--- config.mk ---
export PLATFORM = sky130hd
export DESIGN_NAME = hazardUnit
export DESIGN_NICKNAME = d
export VERILOG_FILES = /design/src/rvPkg.sv /design/src/hazardUnit.sv
export SDC_FILE = /design/constraint.sdc
export NUM_CORES = 1
export LEC_CHECK = 0
export BUFFER_PORTS_ARGS = -buffer_cell sky130_fd_sc_hd__buf_2
export CORE_AREA = 2 2 39 41
export DETAILED_ROUTE_END_ITERATION = 7
export DIE_AREA = 0 0 41 43
export PLACE_DENSITY = 0.86
export SETUP_SLACK_MARGIN = 0.15
export SYNTH_ARGS = -nofsm -noshare
export SYNTH_HDL_FRONTEND = slang
export SYNTH_SLANG_ARGS = --single-unit
--- constraint.sdc ---
create_clock -name vclk -period 0.8
set_clock_uncertainty 0.05 [all_clocks]
set_input_delay 0.04 -clock vclk [all_inputs]
set_output_delay 0.04 -clock vclk [all_outputs]
set_load 0.01 [all_outputs]
--- src/rvPkg.sv ---
`default_nettype none

package rvPkg;

    // Data and address word of the core
    typedef logic [31:0] wordT;

    // Index into the 32-entry register file
    typedef logic [4:0] regIdxT;

    // Operand source chosen by the hazard unit for the execute stage
    typedef logic [1:0] fwdSelT;

    // Operation performed by the execute-stage ALU
    typedef logic [2:0] aluOpT;

    // Forwarding selects, in rising order of pipeline proximity
    localparam fwdSelT FWD_NONE   = 2'b00;
    // Result that is being written back this cycle
    localparam fwdSelT FWD_WB     = 2'b01;
    // ALU result sitting in the memory stage
    localparam fwdSelT FWD_ALU_M  = 2'b10;
    // Load data read in the memory stage
    localparam fwdSelT FWD_LOAD_M = 2'b11;

    // ALU operations
    localparam aluOpT ALU_ADD = 3'd0;
    localparam aluOpT ALU_SUB = 3'd1;
    localparam aluOpT ALU_AND = 3'd2;
    localparam aluOpT ALU_OR  = 3'd3;

    // Major opcodes of the supported RV32I subset
    localparam logic [6:0] OP_R      = 7'b0110011;
    localparam logic [6:0] OP_I      = 7'b0010011;
    localparam logic [6:0] OP_LOAD   = 7'b0000011;
    localparam logic [6:0] OP_STORE  = 7'b0100011;
    localparam logic [6:0] OP_BRANCH = 7'b1100011;
    localparam logic [6:0] OP_JAL    = 7'b1101111;

    // Data memory depth in words
    localparam int DMEM_WORDS = 64;
    // Number of word-address bits needed to index the data memory
    localparam int DMEM_IDX_BITS = $clog2(DMEM_WORDS);

    // ADDI x0,x0,0, the canonical bubble
    localparam wordT NOP_WORD = 32'h0000_0013;

endpackage

`default_nettype wire
--- src/hazardUnit.sv ---
`timescale 1ns/1ps
`default_nettype none

module hazardUnit (
    input  rvPkg::regIdxT rdE,
    input  rvPkg::regIdxT rdM,
    input  rvPkg::regIdxT rdW,
    input  rvPkg::regIdxT rs1E,
    input  rvPkg::regIdxT rs2E,
    input  rvPkg::regIdxT rs1D,
    input  rvPkg::regIdxT rs2D,
    input  logic          regWriteM,
    input  logic          regWriteW,
    input  logic          memReadE,
    input  logic          memReadM,
    input  logic          branchTaken,
    input  logic          jumpE,
    output rvPkg::fwdSelT forwardA,
    output rvPkg::fwdSelT forwardB,
    output logic          stall,
    output logic          flushExec,
    output logic          flushDecode
);
    import rvPkg::*;

    // Picks the youngest producer of an execute-stage source
    // The memory stage wins over writeback since it holds the newer value
    function automatic fwdSelT pickForward(input regIdxT src);
        fwdSelT sel;
        sel = FWD_NONE;
        // x0 is hard-wired, so nothing is ever forwarded into it
        if (src != '0) begin
            if (memReadM && (src == rdM)) begin
                sel = FWD_LOAD_M;
            end else if (regWriteM && (src == rdM)) begin
                sel = FWD_ALU_M;
            end else if (regWriteW && (src == rdW)) begin
                sel = FWD_WB;
            end
        end
        return sel;
    endfunction

    assign forwardA = pickForward(rs1E);
    assign forwardB = pickForward(rs2E);

    // A consumer right behind a load waits one cycle in decode and then
    // takes the loaded value from writeback
    // A load to x0 also stalls; the bubble costs a cycle and nothing else
    assign stall = memReadE && ((rdE == rs1D) || (rdE == rs2D));

    // A redirect from execute kills the two younger instructions
    assign flushDecode = branchTaken || jumpE;

    // The decode/execute register also takes a bubble while decode is held
    assign flushExec = stall || flushDecode;

endmodule

`default_nettype wire

==> After elaboration in Yosys (flattened, before gate mapping) <==
Cells that the tools add are included.
{ "totals": {"ff_bits": 0, "input_bits": 41, "output_inout_bits": 7} }
{ "classes": {"n_eq_ne": 6, "mux": 8, "n_reduce_logical": 12} }
{ "ops": {"columns": ["cell", "count"], "rows": [
  ["$eq A5 B5 Y1", 6],
  ["$mux W2", 6],
  ["$reduce_bool A5 Y1", 2],
  ["$logic_and A1 B1 Y1", 7],
  ["$logic_or A1 B1 Y1", 3],
  ["$mux W1", 2]
]} }

==> Depth between registers and ports, before layout <==
{ "logic_depth": {"ltp_word": 6, "depth_mapped": 4, "mapped_depth_nobuf": 4} }

==> Worst setup path after synthesis <==
No wires, ideal clock.
{ "synth_path": {"path_type": "input to output", "from": "input port rdW[0]", "to": "output port forwardA[0]", "arrival_ps": 770, "required_time_ps": 710, "slack_ps": -60, "stages": 4, "path_buffers": 0, "path_cell_list": "xor2_1 > nor4_2 > nand4_1 > o22ai_1"} }
{ "synth_via": {"elab_chain_len": 6} }
{ "synth_rtl": {"columns": ["element", "line", "rtl"], "rows": [
  ["from (decl)", "hazardUnit.sv:7", "input rvPkg::regIdxT rdW,"],
  ["$eq A5 B5 Y1", "hazardUnit.sv:37", "end else if (regWriteW && (src == rdW)) begin"],
  ["$logic_and A1 B1 Y1", "hazardUnit.sv:37", null],
  ["$mux W1", "hazardUnit.sv:37", null],
  ["$mux W2", "hazardUnit.sv:35", "end else if (regWriteM && (src == rdM)) begin"],
  ["$mux W2", "hazardUnit.sv:33", "if (memReadM && (src == rdM)) begin"],
  ["$mux W2", "hazardUnit.sv:32", "if (src != '0) begin"],
  ["to (decl)", "hazardUnit.sv:18", "output rvPkg::fwdSelT forwardA,"]
]} }
No other way between the ends.

==> Worst setup path after layout <==
Same ends and word-level chain as after synthesis.

==> impl_results.md <==
- First-pass GRT wire length: 2470 microns
- Post-Syn Area: 432 sq um
- CP Data Required Time: 0.71 ns
- I/O pins: 48
- Total GRT Usage: 20.5%
- Final worst-path cycle share: 137%
- Placer Congestion: 0.683
- Routed WL: 1760 microns
- Final Hold Viols: 0
- Critical Path Slowest Stage Cell: nor4_2
- Die Width: 41 microns
- Area of the multi-input gates: 544 sq um
- Total leakage power: 0.000495 uW
- Biggest area consumer among synthesized cells: xor2_1
- Count of unique library cells instantiated by Yosys: 13
- Drt drc: 0
- Vias per cell: 4.85
- Layout cell share with drive strength beyond 1: 65.3%
- Final Slew Violations: 0
- Sequential area share after synthesis: 0%
- Worst path bufs/invs: 2
- Core area: 1380 sq um
- Final setup TNS: -0.989 ns
- Worst Path Class, Setup: input port to output pin
- Vias: 650
- Clkbuf count: 0
- Crit Path Max Fanout: 2
- Largest net degree at the start of global routing: 4
- Hold-fix buffers, CTS: 0
- Number of global-route vias before repair: 653
- Die area: 1760 sq um
- Hpwl dp: 1420 microns
- Rows: 14
- Seq_cells: 0
- IO buf count: 48
- Failing checks: setup timing
- # Post-CTS Setup Buffers: 0
- Worst slew pin tran: 0.243 ns
- Post-synth net total: 102
- Startpoint type of the worst setup path: input port
- Final nets: 161
- PwrDens: 525 nW/um^2
- Initial antenna violation count: 0
- Drt wl/cell: 13.1 microns
- Top delay family on crit path: simple AND/OR/NAND/NOR gates
- DR iter-0 viols: 3
- Register area: 0 sq um
- Final ANT Viol Nets: 0
- First-pass DRT Iterations: 4
- Max Cap Violations: 0
- Yosys warnings: 0
- Post-synth top area share: 36.5%
- Rel. slew slack: 83.7%
- Fillers: 86
- Worst VDD drop: 293 uV
- WP data arrival: 1.01 ns
- Final worst path period need: 1.10 ns
- Ant. Diodes: 0
- RSZ-0062 raised after global routing: true
- Worst Hold Class: input port to output pin
- P&R area growth vs syn: 132%
- Cells along the critical path: buf_6 > xor2_2 > nor4_2 > nand4_1 > o22ai_2 > buf_2
- Nature of the critical path endpoint: output pin
- Fmax: 0.912 GHz
- Crit-path max cell delay: 0.30 ns
- Final worst setup slack: -0.296 ns
- Total grt overflow: 0
- Post-synthesis cell count: 61
- Initial core utilization: 31.2%
- Top post-synthesis cells by area: xor2_1 37%, xnor2_1 24%, nor2_1 6.1%, nand4_1 5.8%, nor4_2 5.8%
- Mapped Avg Cell Area: 7.08 sq um
- Die height: 43 microns
- # setup viols final: 5
- Status: finished with violations
- Place WS: -0.306 ns
==> logic make-up (layout without fill, tap and decap cells) <==
group	Yosys count	count (layout)	share of synthesized area (%)
and+or+nand+nor	27	27	33.9
buffers and inverters	1	58	0.869
xor gates and xnor gates	30	30	60.9
AOI/OAI and AO/OA	3	3	4.35
==> worst paths after layout <==
check / from / to / slack, ns / cells past startpoint
setup / recovery: rdW[0] / forwardA[0] / -0.30 / 6
hold / removal: branchTaken / flushDecode / 0.31 / 3
==> routing by layer <==
metal | vias up | global-route usage, % | part of all wire [%] | routed length, microns
li1 | 319 | - | - | -
met1 | 285 | 15.1 | 33 | 577
met2 | 46 | 49.1 | 58 | 1030
met3 | 0 | 0 | 8.6 | 152
met4 | 0 | 0 | 0 | 0
met5 | - | 0 | 0 | 0
==> stage by stage <==
stage / util [%] / area, sq um / hold WS [ns] / total power (uW) / instances
after global routing: 72.5 / 1000 / 0.320 / 563 / 134
after floorplan: - / 473 / 0.140 / 185 / 61
after detailed placement: 57.9 / 801 / 0.330 / 414 / 134
after CTS: 71.2 / 986 / 0.311 / 514 / 134
final: 72.5 / 1000 / 0.309 / 526 / 134
after global placement: 57.9 / 801 / 0.327 / 398 / 134
==> worst min-delay path, stage by stage <==
cell	delay (ns)
buf_2	0.08
or2_4	0.11
buf_6	0.09
==> cell usage in the layout (no fill, tap or decap) <==
cell      n
nor3_1    1
inv_1     1
buf_2    27
nand3_1   1
or2_1     1
nor4_2    2
nor2_1    7
nand4_1   4
xnor2_2   7
buf_8     1
buf_6    18
and3_1    2
xor2_1   15
or2_4     1
buf_4    11
nor3_2    3
nand2_1   4
nand3_2   1
xor2_2    3
xnor2_1   5
o22ai_2   3
==> power by group <==
part	switching, uW	leakage [uW]	internal (uW)
Combinational	221	0.000495	305
Sequential	0	0	0
Clock	0	0	0
Total	221	0.000495	305
==> Yosys cell counts <==
cell type / instances
or2_2: 1
nor3_1: 4
xnor2_1: 12
inv_1: 1
o22ai_1: 3
or2_1: 1
xor2_1: 18
and3_1: 2
nand2_1: 4
nand3_1: 2
nor2_1: 7
nor4_2: 2
nand4_1: 4
==> layout make-up <==
type / count / share of cell area [%]
inverters: 1 / 0.374
multi-input cells: 60 / 54.2
well taps: 16 / 2.00
repair buffers: 57 / 43.4
==> what timing repair did <==
| action | 4_1_cts | 5_1_grt |
|---|---|---|
| pin swaps | 17 | 6 |
| resized for setup | 38 | 4 |
| endpoints found under the setup margin | 7 | 6 |
Power figures use the tool's default switching activity.
