`config.mk`:
```
export PLATFORM = sky130hd
export DESIGN_NAME = decoder
export DESIGN_NICKNAME = d
export VERILOG_FILES = /design/src/rvPkg.sv /design/src/decoder.sv
export SDC_FILE = /design/constraint.sdc
export NUM_CORES = 1
export LEC_CHECK = 0
export ABC_AREA = 0
export BUFFER_PORTS_ARGS = -buffer_cell sky130_fd_sc_hd__buf_2
export CORE_UTILIZATION = 32
export DETAILED_ROUTE_END_ITERATION = 7
export GPL_ROUTABILITY_DRIVEN = 0
export MAX_ROUTING_LAYER = met4
export PLACE_DENSITY = 0.83
export SETUP_SLACK_MARGIN = 0.05
export SLEW_MARGIN = 20
export SYNTH_ARGS = -nofsm -noshare
export SYNTH_HDL_FRONTEND = slang
export SYNTH_SLANG_ARGS = --single-unit
```
`constraint.sdc`:
```
create_clock -name vclk -period 1.9
set_input_delay 0.095 -clock vclk [all_inputs]
set_output_delay 0.095 -clock vclk [all_outputs]
set_load 0.05 [all_outputs]
```
`src/rvPkg.sv`:
```
`default_nettype none

package rvPkg;

    // Data and address word of the core
    typedef logic [31:0] wordT;

    // Index into the 32-entry register file
    typedef logic [4:0] regIdxT;

    // Operand source chosen by the hazard unit for the execute stage
    typedef logic [1:0] fwdSelT;

    // Operation performed by the execute-stage ALU
    typedef logic [2:0] aluOpT;

    // Forwarding selects, in rising order of pipeline proximity
    localparam fwdSelT FWD_NONE   = 2'b00;
    // Result that is being written back this cycle
    localparam fwdSelT FWD_WB     = 2'b01;
    // ALU result sitting in the memory stage
    localparam fwdSelT FWD_ALU_M  = 2'b10;
    // Load data read in the memory stage
    localparam fwdSelT FWD_LOAD_M = 2'b11;

    // ALU operations
    localparam aluOpT ALU_ADD = 3'd0;
    localparam aluOpT ALU_SUB = 3'd1;
    localparam aluOpT ALU_AND = 3'd2;
    localparam aluOpT ALU_OR  = 3'd3;

    // Major opcodes of the supported RV32I subset
    localparam logic [6:0] OP_R      = 7'b0110011;
    localparam logic [6:0] OP_I      = 7'b0010011;
    localparam logic [6:0] OP_LOAD   = 7'b0000011;
    localparam logic [6:0] OP_STORE  = 7'b0100011;
    localparam logic [6:0] OP_BRANCH = 7'b1100011;
    localparam logic [6:0] OP_JAL    = 7'b1101111;

    // Data memory depth in words
    localparam int DMEM_WORDS = 64;
    // Number of word-address bits needed to index the data memory
    localparam int DMEM_IDX_BITS = $clog2(DMEM_WORDS);

    // ADDI x0,x0,0, the canonical bubble
    localparam wordT NOP_WORD = 32'h0000_0013;

endpackage

`default_nettype wire
```
`src/decoder.sv`:
```
`timescale 1ns/1ps
`default_nettype none

module decoder (
    input  rvPkg::wordT   instr,
    output rvPkg::regIdxT rs1,
    output rvPkg::regIdxT rs2,
    output rvPkg::regIdxT rd,
    output rvPkg::wordT   imm,
    output rvPkg::aluOpT  aluOp,
    output logic          useImm,
    output logic          regWrite,
    output logic          memRead,
    output logic          memWrite,
    output logic          branch,
    output logic          branchNe,
    output logic          jump
);
    import rvPkg::*;

    logic [6:0] opcode;
    logic [2:0] funct3;
    logic       funct7b5;

    assign opcode   = instr[6:0];
    assign funct3   = instr[14:12];
    assign funct7b5 = instr[30];

    always_comb begin
        // Start from a bubble and switch on only what the opcode needs
        rs1      = '0;
        rs2      = '0;
        rd       = '0;
        imm      = '0;
        aluOp    = ALU_ADD;
        useImm   = 1'b0;
        regWrite = 1'b0;
        memRead  = 1'b0;
        memWrite = 1'b0;
        branch   = 1'b0;
        branchNe = 1'b0;
        jump     = 1'b0;

        // Unused source fields stay at zero so they cannot cause false stalls
        case (opcode)
            OP_R: begin
                rs1      = instr[19:15];
                rs2      = instr[24:20];
                rd       = instr[11:7];
                regWrite = 1'b1;
                if (funct3 == 3'b111) begin
                    aluOp = ALU_AND;
                end else if (funct3 == 3'b110) begin
                    aluOp = ALU_OR;
                end else if (funct7b5) begin
                    aluOp = ALU_SUB;
                end
            end
            OP_I, OP_LOAD: begin
                // ADDI and LW both add a sign-extended I immediate
                rs1      = instr[19:15];
                rd       = instr[11:7];
                imm      = {{20{instr[31]}}, instr[31:20]};
                useImm   = 1'b1;
                regWrite = 1'b1;
                memRead  = (opcode == OP_LOAD);
            end
            OP_STORE: begin
                rs1      = instr[19:15];
                rs2      = instr[24:20];
                imm      = {{20{instr[31]}}, instr[31:25], instr[11:7]};
                useImm   = 1'b1;
                memWrite = 1'b1;
            end
            OP_BRANCH: begin
                // funct3 bit 0 tells BNE from BEQ
                rs1      = instr[19:15];
                rs2      = instr[24:20];
                imm      = {{19{instr[31]}}, instr[31], instr[7],
                            instr[30:25], instr[11:8], 1'b0};
                aluOp    = ALU_SUB;
                branch   = 1'b1;
                branchNe = funct3[0];
            end
            OP_JAL: begin
                rd       = instr[11:7];
                imm      = {{11{instr[31]}}, instr[31], instr[19:12],
                            instr[20], instr[30:21], 1'b0};
                regWrite = 1'b1;
                jump     = 1'b1;
            end
            default: begin
                // Anything else travels down the pipe as a bubble
            end
        endcase
    end

endmodule

`default_nettype wire

```
Yosys cells after proc, flatten, opt, wreduce, memory -nomap -nowiden

Index checks and enable logic that the tools add are counted.

Register bits: 0
Bits of input ports: 32
Output and inout bits: 57

Equal/unequal tests: 8
Muxes and demuxes: 15
Reduce and logical (&&, ||, !) cells: 5

Operator list:

| operator           | count |
|---|---|
| $pmux 32 s4        | 1 |
| $mux 5             | 3 |
| $eq 7x6->1 const B | 2 |
| $eq 7x7->1 const B | 2 |
| $mux 1             | 8 |
| $eq 7x2->1 const B | 1 |
| $eq 7x5->1 const B | 1 |
| $eq 3x3->1 const B | 2 |
| $reduce_or 3->1    | 2 |
| $reduce_or 5->1    | 1 |
| $mux 2             | 2 |
| $pmux 2 s2         | 1 |
| $reduce_or 4->1    | 1 |
| $reduce_or 2->1    | 1 |

Longest topological paths before layout

Word-level depth: 4
Gate-level depth with buffers: 6
Gate-level depth less buffers: 4

Least setup slack after synthesis

Ideal clock, no wire load.

Kind: in2out
Start point: input instr[6]
End point: output rd[0]
Data arrival time: 1860 ps
Data required time: 1805 ps
Slack: -55 ps
Cell stages on the path: 5
Cells stage by stage: buf_2 > nand3_1 > or2_1 > buf_2 > a21boi_0

Cells in the longest elaborated chain, start to end: 3
Elaborated cells between the ends (all ways): 6

Ends and longest elaborated chain:

| element                                  | line          | source |
|---|---|---|
| from (decl)                              | decoder.sv:5  | `input rvPkg::wordT instr,` |
| $eq 7x2->1, or another cell as far along | decoder.sv:45 | `case (opcode)` |
| $reduce_or 4->1 (no source line) *       | --            |  |
| $mux 5 *                                 | decoder.sv:45 |  |
| to (decl)                                | decoder.sv:8  | `output rvPkg::regIdxT rd,` |

Every way passes the cells marked *; elsewhere a longest branch is shown, timed or not.

Worst setup path after layout

Start point: input instr[5]
End point: output imm[26]

Cells in the longest elaborated chain, start to end: 3
Elaborated cells between the ends (all ways): 7

Ends and longest elaborated chain:

| element                                  | line          | source |
|---|---|---|
| $eq 7x2->1 or $eq 7x5->1 (tied branches) | decoder.sv:45 |  |
| $reduce_or 2->1                          | --            |  |
| $pmux 32 s4 *                            | decoder.sv:45 |  |
| to (decl)                                | decoder.sv:9  | `output rvPkg::wordT imm,` |

Marks and branches as above.

==> impl_metrics.yaml <==
status:
  outcome: "completed"
global_route:
  grt_start_max_net_pins: 13
  grt_antenna_before_repair: 0
  first_global_vias: 680
  grt_use_total_pct: 18.28
  grt_first_pass_wirelength_um: 2946
  globalRouteOverflowTotal: 0
drt:
  num_vias: 918
  wire_per_inst_um: 11.06
  first_pass_iters: 4
  drtAntennaViolNets: 0
  drtIter0Drc: 10
  routed_wl_um: 2090
  vias_per_cell: 4.857
  drc: 0
synthesis:
  ys_types: 33
  yosysWarnings: 0
  yosysMostFrequentCell: "and2_1"
  synth_top_area_share_pct: 16.90
  ys_seq_area_share_pct: 0
  synth.cells.most_frequent: "and2_1, buf_4, a21o_1, a21boi_0, nand2_1"
  synthTopCellsByArea: "and2_1, buf_4, a21o_1"
  synth.largest_area_cell: "and2_1"
  syn_area_um2: 629.4
  syn_inst: 90
  avgSynthCellArea_um2: 6.993
  syn_nets: 122
clock_tree:
  post-cts-setup-buffers: 0
  ctsHoldBuffers: 0
  post_cts_resize_count: 0
finish:
  nets: 198
  flops_and_latches: 0
  n_antenna_cell: 0
  clock_buffers: 0
  regArea_um2: 0
  layout-drive-gt1-share_pct: 59.76
  syn_to_final_growth_pct: 59.44
setup_path:
  startpoint_type: "input pin"
  critPathKind: "input pin to output pin"
  crit_fanout: 12
  arrival_ns: 1.50
  end_kind: "output pin"
  required_ns: 1.80
floorplan:
  fp.dieH_um: 46.35
  die_x_um: 46.35
  initial_utilization_pct: 35.30
  io_pins: 89
  num_rows: 15
  core_area_um2: 1783
  die-area_um2: 2148
placement:
  portBuffers: 88
  dp_hpwl_um: 1815
timing:
  rsz0062_at_grt: "false"
  setup_viol: 0
  setup_tns_ns: 0
  tightest_slew_ns: 0.5639
  finalHoldViolCount: 0
  max_freq_mhz: 628.5
  max-slew-margin-rel_pct: 62.29
  min_period_ns: 1.591
  drv_slew: 0
  finalCritPeriodShare_pct: 83.75
min_path:
  hold-path-endpoint: "imm[8]"
  hold_depth: 3
  hp-class: "input pin to output pin"
  min-delay-start: "instr[28]"
pwr:
  ir_drop_mv: 0.06318
  p_leak_nw: 0.7189
  powerDensity_nw_per_um2: 160.6
  totalPowerFinal_uw: 161.2
job:
  cap_viol_max_count: 0
cell type report:
type / count / area, um2
fillers: 172 / 779.5
inverters: 4 / 17.52
well taps: 25 / 31.28
repair buffers: 89 / 447.9
multi-input cells: 71 / 506.7
cells in the final DEF (no fill, tap or decap), types with 2 or more instances in the layout:
| cell | count |
|---|---|
| nand3_1 | 4 |
| a21oi_1 | 2 |
| inv_1 | 3 |
| a21o_1 | 8 |
| nor2_1 | 4 |
| a21boi_0 | 5 |
| nor2b_1 | 2 |
| nor3_1 | 2 |
| and2_1 | 16 |
| a22o_1 | 4 |
| nand2_1 | 5 |
| buf_2 | 88 |
worst max path at each step:
stage	start	end	slack (ns)
floorplan	instr[6]	rd[0]	-0.05
global placement	instr[5]	imm[29]	0.33
detailed placement	instr[5]	imm[26]	0.27
CTS	instr[5]	imm[26]	0.27
global route	instr[5]	imm[25]	0.10
finish	instr[5]	imm[26]	0.31
critical path: stages:
cell     delay, ns
buf_2         0.21
mux2_2        0.38
o22ai_1       0.24
and2_2        0.28
buf_2         0.29
stage by stage:
stage	worst slack (ns)	hold slack, ns	instances	utilization, %	instance area, um2
global placement	0.3257	0.5915	189	56.28	1003
CTS	0.2742	0.6006	189	56.28	1003
floorplan	-0.05452	0.3817	90	-	635.6
global route	0.1039	0.6088	189	56.28	1003
detailed placement	0.2696	0.6006	189	56.28	1003
finish	0.3088	0.5996	189	56.28	1003
cells by family after synthesis:
| logic type | synth area share (%) |
|---|---|
| buffers and inverters | 20.48 |
| AO/OA/AOI/OAI | 31.01 |
| AND/OR/NAND/NOR | 44.53 |
| multiplexers | 3.380 |
| other | 0.5958 |
per-layer routing:
layer | vias to the layer above | wire (um) | GRT usage (%)
met2 | 40 | 1106 | 33.33
met1 | 417 | 842 | 22.76
li1 | 461 | - | -
met4 | 0 | 0 | 0.5882
met3 | 0 | 140 | 1.176
met5 | - | 0 | -
power by group:
group	switching (mW)	internal, mW	leakage [nW]
logic	0.107	0.0543	0.719
registers	0	0	0
clock network	0	0	0
Note: power is estimated with default switching activity, not from simulation.
