[config.mk]
export PLATFORM = sky130hd
export DESIGN_NAME = execUnit
export DESIGN_NICKNAME = d
export VERILOG_FILES = /design/src/rvPkg.sv /design/src/execUnit.sv
export SDC_FILE = /design/constraint.sdc
export NUM_CORES = 1
export LEC_CHECK = 0
export BUFFER_PORTS_ARGS = -buffer_cell sky130_fd_sc_hd__buf_2
export CAP_MARGIN = 30
export CORE_AREA = 2 2 127 129
export DETAILED_ROUTE_END_ITERATION = 12
export DIE_AREA = 0 0 129 131
export PLACE_DENSITY_LB_ADDON = 0.15
export REMOVE_ABC_BUFFERS = 1
export SKIP_LAST_GASP = 1
export SYNTH_ARGS = -nofsm -noshare
export SYNTH_HDL_FRONTEND = slang
export SYNTH_SLANG_ARGS = --single-unit
[constraint.sdc]
create_clock -name vclk -period 8.49
set_input_delay 0.849 -clock vclk [all_inputs]
set_output_delay 0.849 -clock vclk [all_outputs]
set_load 0.01 [all_outputs]
[src/rvPkg.sv]
`default_nettype none

package rvPkg;

    // Data and address word of the core
    typedef logic [31:0] wordT;

    // Index into the 32-entry register file
    typedef logic [4:0] regIdxT;

    // Operand source chosen by the hazard unit for the execute stage
    typedef logic [1:0] fwdSelT;

    // Operation performed by the execute-stage ALU
    typedef logic [2:0] aluOpT;

    // Forwarding selects, in rising order of pipeline proximity
    localparam fwdSelT FWD_NONE   = 2'b00;
    // Result that is being written back this cycle
    localparam fwdSelT FWD_WB     = 2'b01;
    // ALU result sitting in the memory stage
    localparam fwdSelT FWD_ALU_M  = 2'b10;
    // Load data read in the memory stage
    localparam fwdSelT FWD_LOAD_M = 2'b11;

    // ALU operations
    localparam aluOpT ALU_ADD = 3'd0;
    localparam aluOpT ALU_SUB = 3'd1;
    localparam aluOpT ALU_AND = 3'd2;
    localparam aluOpT ALU_OR  = 3'd3;

    // Major opcodes of the supported RV32I subset
    localparam logic [6:0] OP_R      = 7'b0110011;
    localparam logic [6:0] OP_I      = 7'b0010011;
    localparam logic [6:0] OP_LOAD   = 7'b0000011;
    localparam logic [6:0] OP_STORE  = 7'b0100011;
    localparam logic [6:0] OP_BRANCH = 7'b1100011;
    localparam logic [6:0] OP_JAL    = 7'b1101111;

    // Data memory depth in words
    localparam int DMEM_WORDS = 64;
    // Number of word-address bits needed to index the data memory
    localparam int DMEM_IDX_BITS = $clog2(DMEM_WORDS);

    // ADDI x0,x0,0, the canonical bubble
    localparam wordT NOP_WORD = 32'h0000_0013;

endpackage

`default_nettype wire
[src/execUnit.sv]
`timescale 1ns/1ps
`default_nettype none

module execUnit (
    input  rvPkg::wordT   pcE,
    input  rvPkg::wordT   rs1Data,
    input  rvPkg::wordT   rs2Data,
    input  rvPkg::wordT   imm,
    input  rvPkg::aluOpT  aluOp,
    input  logic          useImm,
    input  logic          branch,
    input  logic          branchNe,
    input  rvPkg::fwdSelT forwardA,
    input  rvPkg::fwdSelT forwardB,
    input  rvPkg::wordT   aluResultM,
    input  rvPkg::wordT   loadDataM,
    input  rvPkg::wordT   resultW,
    output rvPkg::wordT   aluResult,
    output rvPkg::wordT   storeData,
    output logic          branchTaken,
    output rvPkg::wordT   target
);
    import rvPkg::*;

    wordT srcA;
    wordT srcB;
    wordT aluB;

    // Replaces a stale register value with the newer one in flight
    function automatic wordT pickOperand(input fwdSelT sel, input wordT regVal);
        wordT val;
        case (sel)
            FWD_WB:     val = resultW;
            FWD_ALU_M:  val = aluResultM;
            FWD_LOAD_M: val = loadDataM;
            default:    val = regVal;
        endcase
        return val;
    endfunction

    assign srcA = pickOperand(forwardA, rs1Data);
    assign srcB = pickOperand(forwardB, rs2Data);

    // Stores send the forwarded rs2 to memory, not the immediate
    assign storeData = srcB;
    assign aluB      = useImm ? imm : srcB;

    always_comb begin
        case (aluOp)
            ALU_SUB: aluResult = srcA - aluB;
            ALU_AND: aluResult = srcA & aluB;
            ALU_OR:  aluResult = srcA | aluB;
            default: aluResult = srcA + aluB;
        endcase
    end

    // BEQ and BNE compare the forwarded operands directly
    assign branchTaken = branch && (branchNe ? (srcA != srcB) : (srcA == srcB));

    // Branches and JAL share the same PC-relative target
    assign target = pcE + imm;

endmodule

`default_nettype wire

# [Word-level counts from Yosys, hierarchy flattened]
# Cells that the tools add are included.
# Widths: inputs -> output; s select.
[totals] regBits=0 input_bits=234 output_inout_bits=97 word_cells=22
[op_classes] addsub=3 eq_ne=11 muxes=5 bitwise=2 reduce_logical=1
[op_table] op="$pmux 32 s3" count=3
[op_table] op="$add 32x32->32" count=2
[op_table] op="$and 32x32->32" count=1
[op_table] op="$eq 32x32->1" count=1
[op_table] op="$mux 32" count=1
[op_table] op="$ne 32x32->1" count=1
[op_table] op="$or 32x32->32" count=1
[op_table] op="$sub 32x32->32" count=1
[op_table] op="$eq 2x2->1 const B" count=4
[op_table] op="$eq 3x2->1 const B" count=2
[op_table] op="$eq 2x1->1 const B" count=2
[op_table] op="$eq 3x1->1 const B" count=1
[op_table] op="$logic_and 1x1->1" count=1
[op_table] op="$mux 1" count=1

# [Logic depth before layout (Yosys ltp)]
# Gate-level depths: netlist of run 1.
[depth] word_depth=5 depth_mapped=24 depth_no_buf=20

# [Worst setup path before layout of run 1]
# OpenSTA, ideal clock, no wires.
[synth_path] kind="input to output" start="input port useImm" end="output port aluResult[28]" t_arrival_ns=6.077 required_ns=7.641 slack_ns=1.564 cell_stages=21 path_buffers=5 cell_sequence="clkbuf_1 > buf_2 > buf_2 > buf_2 > buf_1 > mux2i_1 > ha_1 > and2_1 > and4_1 > nor3b_1 > a21oi_1 > xnor2_1 > ha_1 > and3_1 > nor3b_1 > a2111oi_0 > nand2_1 > a2111oi_0 > o31ai_1 > xnor2_1 > o21ai_0"
[synth_via] elab_chain_len=3 elab_cells_between_ends=6 classes_between="2 x add/sub; 2 x mux; 2 x bitwise"
[synth_lines] element="start: declaration" line_no="execUnit.sv:10" source="input logic useImm,"
[synth_lines] element="$mux 32 *" line_no="execUnit.sv:46" source="assign aluB = useImm ? imm : srcB;"
[synth_lines] element="$add 32x32->32, or another cell as far along" line_no="execUnit.sv:53" source="default: aluResult = srcA + aluB;"
[synth_lines] element="$pmux 32 s3 *" line_no="execUnit.sv:49" source="case (aluOp)"
[synth_lines] element="end: declaration" line_no="execUnit.sv:18" source="output rvPkg::wordT aluResult,"
# Mark *: on every way between the ends. The rest lies on a longest branch, timed or not.

# [Worst setup path in the final report of run 1]
[layout_path] start="input port forwardB[0]" end="output port aluResult[28]"
[layout_via] elab_chain_len=5 elab_cells_between_ends=10 classes_between="2 x add/sub; 3 x eq/ne; 3 x mux; 2 x bitwise"
[layout_lines] element="start: declaration" line_no="execUnit.sv:14" source="input rvPkg::fwdSelT forwardB,"
[layout_lines] element="$eq 2x2->1 or $eq 2x1->1 (tied branches)" line_no="execUnit.sv:32" source="case (sel)"
[layout_lines] element="$pmux 32 s3 *" line_no="execUnit.sv:32"
[layout_lines] element="$mux 32 *" line_no="execUnit.sv:46"
[layout_lines] element="$add 32x32->32, or another cell as far along" line_no="execUnit.sv:53"
[layout_lines] element="$pmux 32 s3 *" line_no="execUnit.sv:49"
# Marks and branches as above.

==> results.yml, run 1 <==
yosys:
  ys.warnings.count: 0
  synthTopCellsByArea: "mux4_2 (18%), ha_1 (13%), xnor2_1 (7.1%), xor2_1 (7.0%), a21oi_1 (6.2%)"
  ys_seq_area_frac: 0
  synth_area_um2: 7176
  netlist.area_leader.share: 0.1789
  synth.most_common_cell: "a21oi_1"
  yosysTopAreaCell: "mux4_2"
  synth_area_per_cell_um2: 8.117
  synthTopCellsByCount: "a21oi_1 (89), ha_1 (72), nor2_1 (66)"
  syn_inst: 884
  yosys.cell_types.count: 65
job:
  timing.max_cap.violations: 0
power:
  total_power_uw: 972.8
  leakagePower_nw: 4.197
  max-vdd-ir-drop_mv: 0.07842
  pwr_density_cell_nw_per_um2: 108.3
layout:
  fin_nets: 1496
  nClkBuffers: 0
  drive_gt1_frac: 0.3609
  register_area_um2: 0
  seq_cells: 0
  area_growth_pct: 25.20
  n_fill_cell: 1559
placed_design:
  gp_congestion: 0.9791
  port_buffers: 331
  hpwl_mm: 24.56
sta:
  finalCriticalPeriod_ns: 7.523
  min_period_over_period: 0.8861
  setup_violations: 0
  finalHoldViolCount: 0
  slew_viol_final: 0
  grt_setup_unrepaired: "no"
  maxClockFrequency_mhz: 132.9
  max-slew-margin-rel: 0.4149
  setup_tns_ns: 0
  max_slew.worst_pin.slew_ns: 0.8777
clocking:
  ctsHoldBuffers: 0
  post_cts_buffers: 0
  cts-resized-gates: 0
grt:
  antenna_found_initial: 4
  grt_overflow: 0
  grt_pass1_wl_mm: 41.98
  grt_pass1_vias: 7839
  grt_max_degree: 40
  gr-usage-all-layers: 0.3211
min_path:
  hp-start: "branch"
  hold_end: "branchTaken"
  hold_path_depth: 3
  worst_hold_path_type: "in2out"
detailed_routing:
  routedWlPerCell_um: 20.48
  initialDrtViolationCount: 479
  final_antenna_net_count: 0
  viasPerCell: 5.952
  wirelength_mm: 28.76
  drc: 0
  vias: 8357
  dr.pass1.iters: 5
critical_path:
  cp.required_ns: 7.64
  cp-end-kind: "output port"
  cp.arrival_ns: 6.67
  crit_fanout: 17
  critPathKind: "in2out"
  critPathLaunchType: "input port"
floorplan:
  dieHeight_um: 131
  initial_utilization: 0.4601
  rows: 46
  design.die.area_um2: 16900
  pin_count: 331
  core_um2: 15600
  fp.dieW_um: 129
status:
  status: "completed"
where the power goes:
group	leakage, nW	internal, mW	switching [mW]
registers	0	0	0
clock network	0.0000127	0.0000000315	0
logic	4.20	0.427	0.546
total	4.20	0.427	0.546
worst max-delay path by stage:
stage | end | from | slack (ns) | cells after the start
after detailed placement | aluResult[28] | forwardB[0] | 1.02 | 18
final | aluResult[28] | forwardB[0] | 0.97 | 19
after CTS | aluResult[28] | forwardB[0] | 1.00 | 18
after global placement | aluResult[28] | forwardB[0] | 1.13 | 18
after floorplan | aluResult[28] | aluOp[2] | 2.39 | 14
after global routing | aluResult[28] | forwardB[0] | 0.31 | 19
stage by stage:
stage	hold slack [ns]	setup WS, ns	utilization	area (um2)	instances
3_3_place_gp	2.027	1.132	0.5756	8979	1402
3_5_place_dp	2.027	1.022	0.5756	8979	1402
5_1_grt	2.051	0.3067	0.5758	8981	1403
4_1_cts	2.029	1.003	0.5756	8979	1402
2_1_floorplan	1.806	2.394	-	6984	847
6_report	2.027	0.9667	0.5760	8984	1404
cells in the final DEF, fill, tap and decap left out, drive strengths merged, types with 10 or more instances in the layout:
cell / n
a21o: 39
a21oi: 89
a31oi: 11
and3: 10
buf: 339
ha: 72
inv: 30
maj3: 24
mux2: 23
mux2i: 20
mux4: 60
nand2: 64
nand2b: 13
nand3: 13
nor2: 66
nor2b: 12
nor3: 18
nor4: 12
o21ai: 45
o31ai: 10
xnor2: 58
xor2: 57
kinds of logic after synthesis:
logic type	count (synthesis)	synth area share
AOI/OAI and AO/OA	254	0.2239
xor gates and xnor gates	115	0.1404
adders and majority gates	98	0.1646
buffers and inverters	67	0.04237
muxes	103	0.2554
and+or+nand+nor	247	0.1733
cell type report:
class,count,area (um2),share of cell area
antenna,2,5.005,0.0005571
tap,216,270.3,0.03008
multi-input combinational,817,6879,0.7657
inverter,30,112.6,0.01253
timing repair buffer,339,1717,0.1911
metal layers:
metal,vias up,global-route usage,part of all wire
met3,72,0.04031,0.074
li1,3991,-,-
met1,3884,0.3888,0.39
met2,406,0.5767,0.48
met4,4,0.1336,0.051
met5,-,0,0.00094
critical path, cell delays in order:
cell       delay, ns
buf_2           0.39
mux4_2          0.61
mux2i_1         0.29
ha_1            0.23
and2_1          0.17
and4_1          0.28
nor3b_1         0.47
a21oi_1         0.15
xnor2_1         0.15
ha_1            0.38
and3_1          0.24
nor3b_1         0.15
a2111oi_0       0.64
nand2_1         0.24
a2111oi_0       0.75
o31ai_1         0.19
xnor2_1         0.16
o21ai_0         0.14
buf_2           0.16
No activity file was read; power rests on OpenSTA's default activity.
==> run 2, diff against run 1 <==
==> constraint.sdc (replaced) <==
create_clock -name vclk -period 7.1
set_input_delay 0.71 -clock vclk [all_inputs]
set_output_delay 0.71 -clock vclk [all_outputs]
set_load 0.01 [all_outputs]
==> results.yml, run 2 (synthesis gave the netlist of run 1 again) <==
sta:
  slew_viol_final: 0
  min_period_over_period: 0.9398
  max-slew-margin-rel: 0.5056
  maxClockFrequency_mhz: 149.9
  fin_ws_ns: 0.4274
  finalCriticalPeriod_ns: 6.673
  max_slew.worst_pin.slew_ns: 0.7417
  setup_violations: 0
  grt_setup_unrepaired: "no"
  finalHoldViolCount: 0
placed_design:
  dp_slack_ns: -0.09730
  hpwl_mm: 25.06
  port_buffers: 331
  post-place-cells: 1406
  gp_congestion: 0.9919
  placed_area_um2: 9009
floorplan:
  rows: 46
  core_um2: 15600
  initial_utilization: 0.4601
  dieHeight_um: 131
  fp.dieW_um: 129
  design.die.area_um2: 16900
  pin_count: 331
critical_path:
  startpoint: "forwardB[0]"
  crit_end: "aluResult[31]"
  cp.required_ns: 6.39
  crit_chain: "clkbuf_4, mux4_2, mux2i_1, ha_1, and2_1, and4_1, nor3b_2, and2_1, a21oi_1, xnor2_1, ha_1, nand3_1, inv_1, a31oi_1, o21a_1, o21ai_0, o31a_1, a211oi_1, a32oi_1, o2111ai_1, o21bai_1, buf_2"
  critPathLaunchType: "input port"
  crit_fanout: 19
  slowest_delay_ns: 0.59
  crit_slowest_cell: "mux4_2"
  critPathKind: "in2out"
  cp_top_family: "compound AO/OA/AOI/OAI gates"
  cp.arrival_ns: 5.96
  cp-end-kind: "output port"
  path_buf_inv: 3
  cp.depth: 22
min_path:
  worst_hold_path_type: "in2out"
  hp-start: "pcE[0]"
layout:
  register_area_um2: 0
  area_growth_pct: 26.00
  fin_nets: 1500
  final_area_um2: 9041
  layout_common_cells: "buf_2 (330), a21oi_1 (89), ha_1 (72), nor2_1 (66), nand2_1 (64)"
  drive_gt1_frac: 0.3647
  layout_commonest_cell: "buf_2"
  nClkBuffers: 0
  seq_cells: 0
  layout.cells.non_filler: 1413
grt:
  grt_max_degree: 40
  grt_pass1_vias: 7913
  antenna_found_initial: 7
  grt_overflow: 0
  grt_pass1_wl_mm: 41.87
  gr-usage-all-layers: 0.3203
detailed_routing:
  final_antenna_net_count: 0
  viasPerCell: 5.995
  routedWlPerCell_um: 20.60
  wirelength_mm: 29.11
  initialDrtViolationCount: 586
  vias: 8471
  dr.pass1.iters: 6
  drc: 0
clocking:
  ctsHoldBuffers: 0
  post_cts_buffers: 0
  cts-resized-gates: 1
job:
  timing.max_cap.violations: 0
status:
  status: "completed"
## run 2: cell count changes in the layout (fill, tap and decap cells not counted)
cell       before  now
buf_2         331  330
a2111oi_2       0    1
nor3b_2         0    1
diode_2         2    7
nor3b_1         9    8
clkbuf_4        0    1
buf_4           8   12
a2111oi_1       0    1
a2111oi_0       2    0
## run 2: cell type report
type,count,area [um2]
Timing Repair Buffer,343,1749
Inverter,30,112.6
Tap cell,216,270.3
Multi-Input combinational cell,817,6892
Fill cell,1562,6556
Antenna cell,7,17.52
## run 2: stage by stage
stage	util	setup TNS [ns]	hold slack (ns)
2_1_floorplan	-	0	1.528
3_3_place_gp	0.5776	0	1.749
3_5_place_dp	0.5776	-0.1579	1.756
4_1_cts	0.5777	0	1.758
5_1_grt	0.5793	0	1.776
6_report	0.5797	0	1.749
## run 2: worst min-delay path, delay by kind of cell
kind | cells | cell delay [ns]
buffers and inverters | 2 | 0.20
adders and majority gates | 1 | 0.13
## run 2: worst min path at each step
stage | cells after the start | slack (ns) | endpoint
floorplan | 1 | 1.53 | storeData[4]
global placement | 3 | 1.75 | branchTaken
detailed placement | 3 | 1.76 | branchTaken
CTS | 3 | 1.76 | branchTaken
global route | 3 | 1.78 | target[0]
finish | 3 | 1.75 | target[0]
## run 2: routing by layer
metal,vias to the layer above,wire (um),track usage
li1,4000,-,-
met1,3985,11360,0.3863
met4,0,1134,0.1234
met5,-,0,0
met3,57,2111,0.03054
met2,429,14510,0.5892
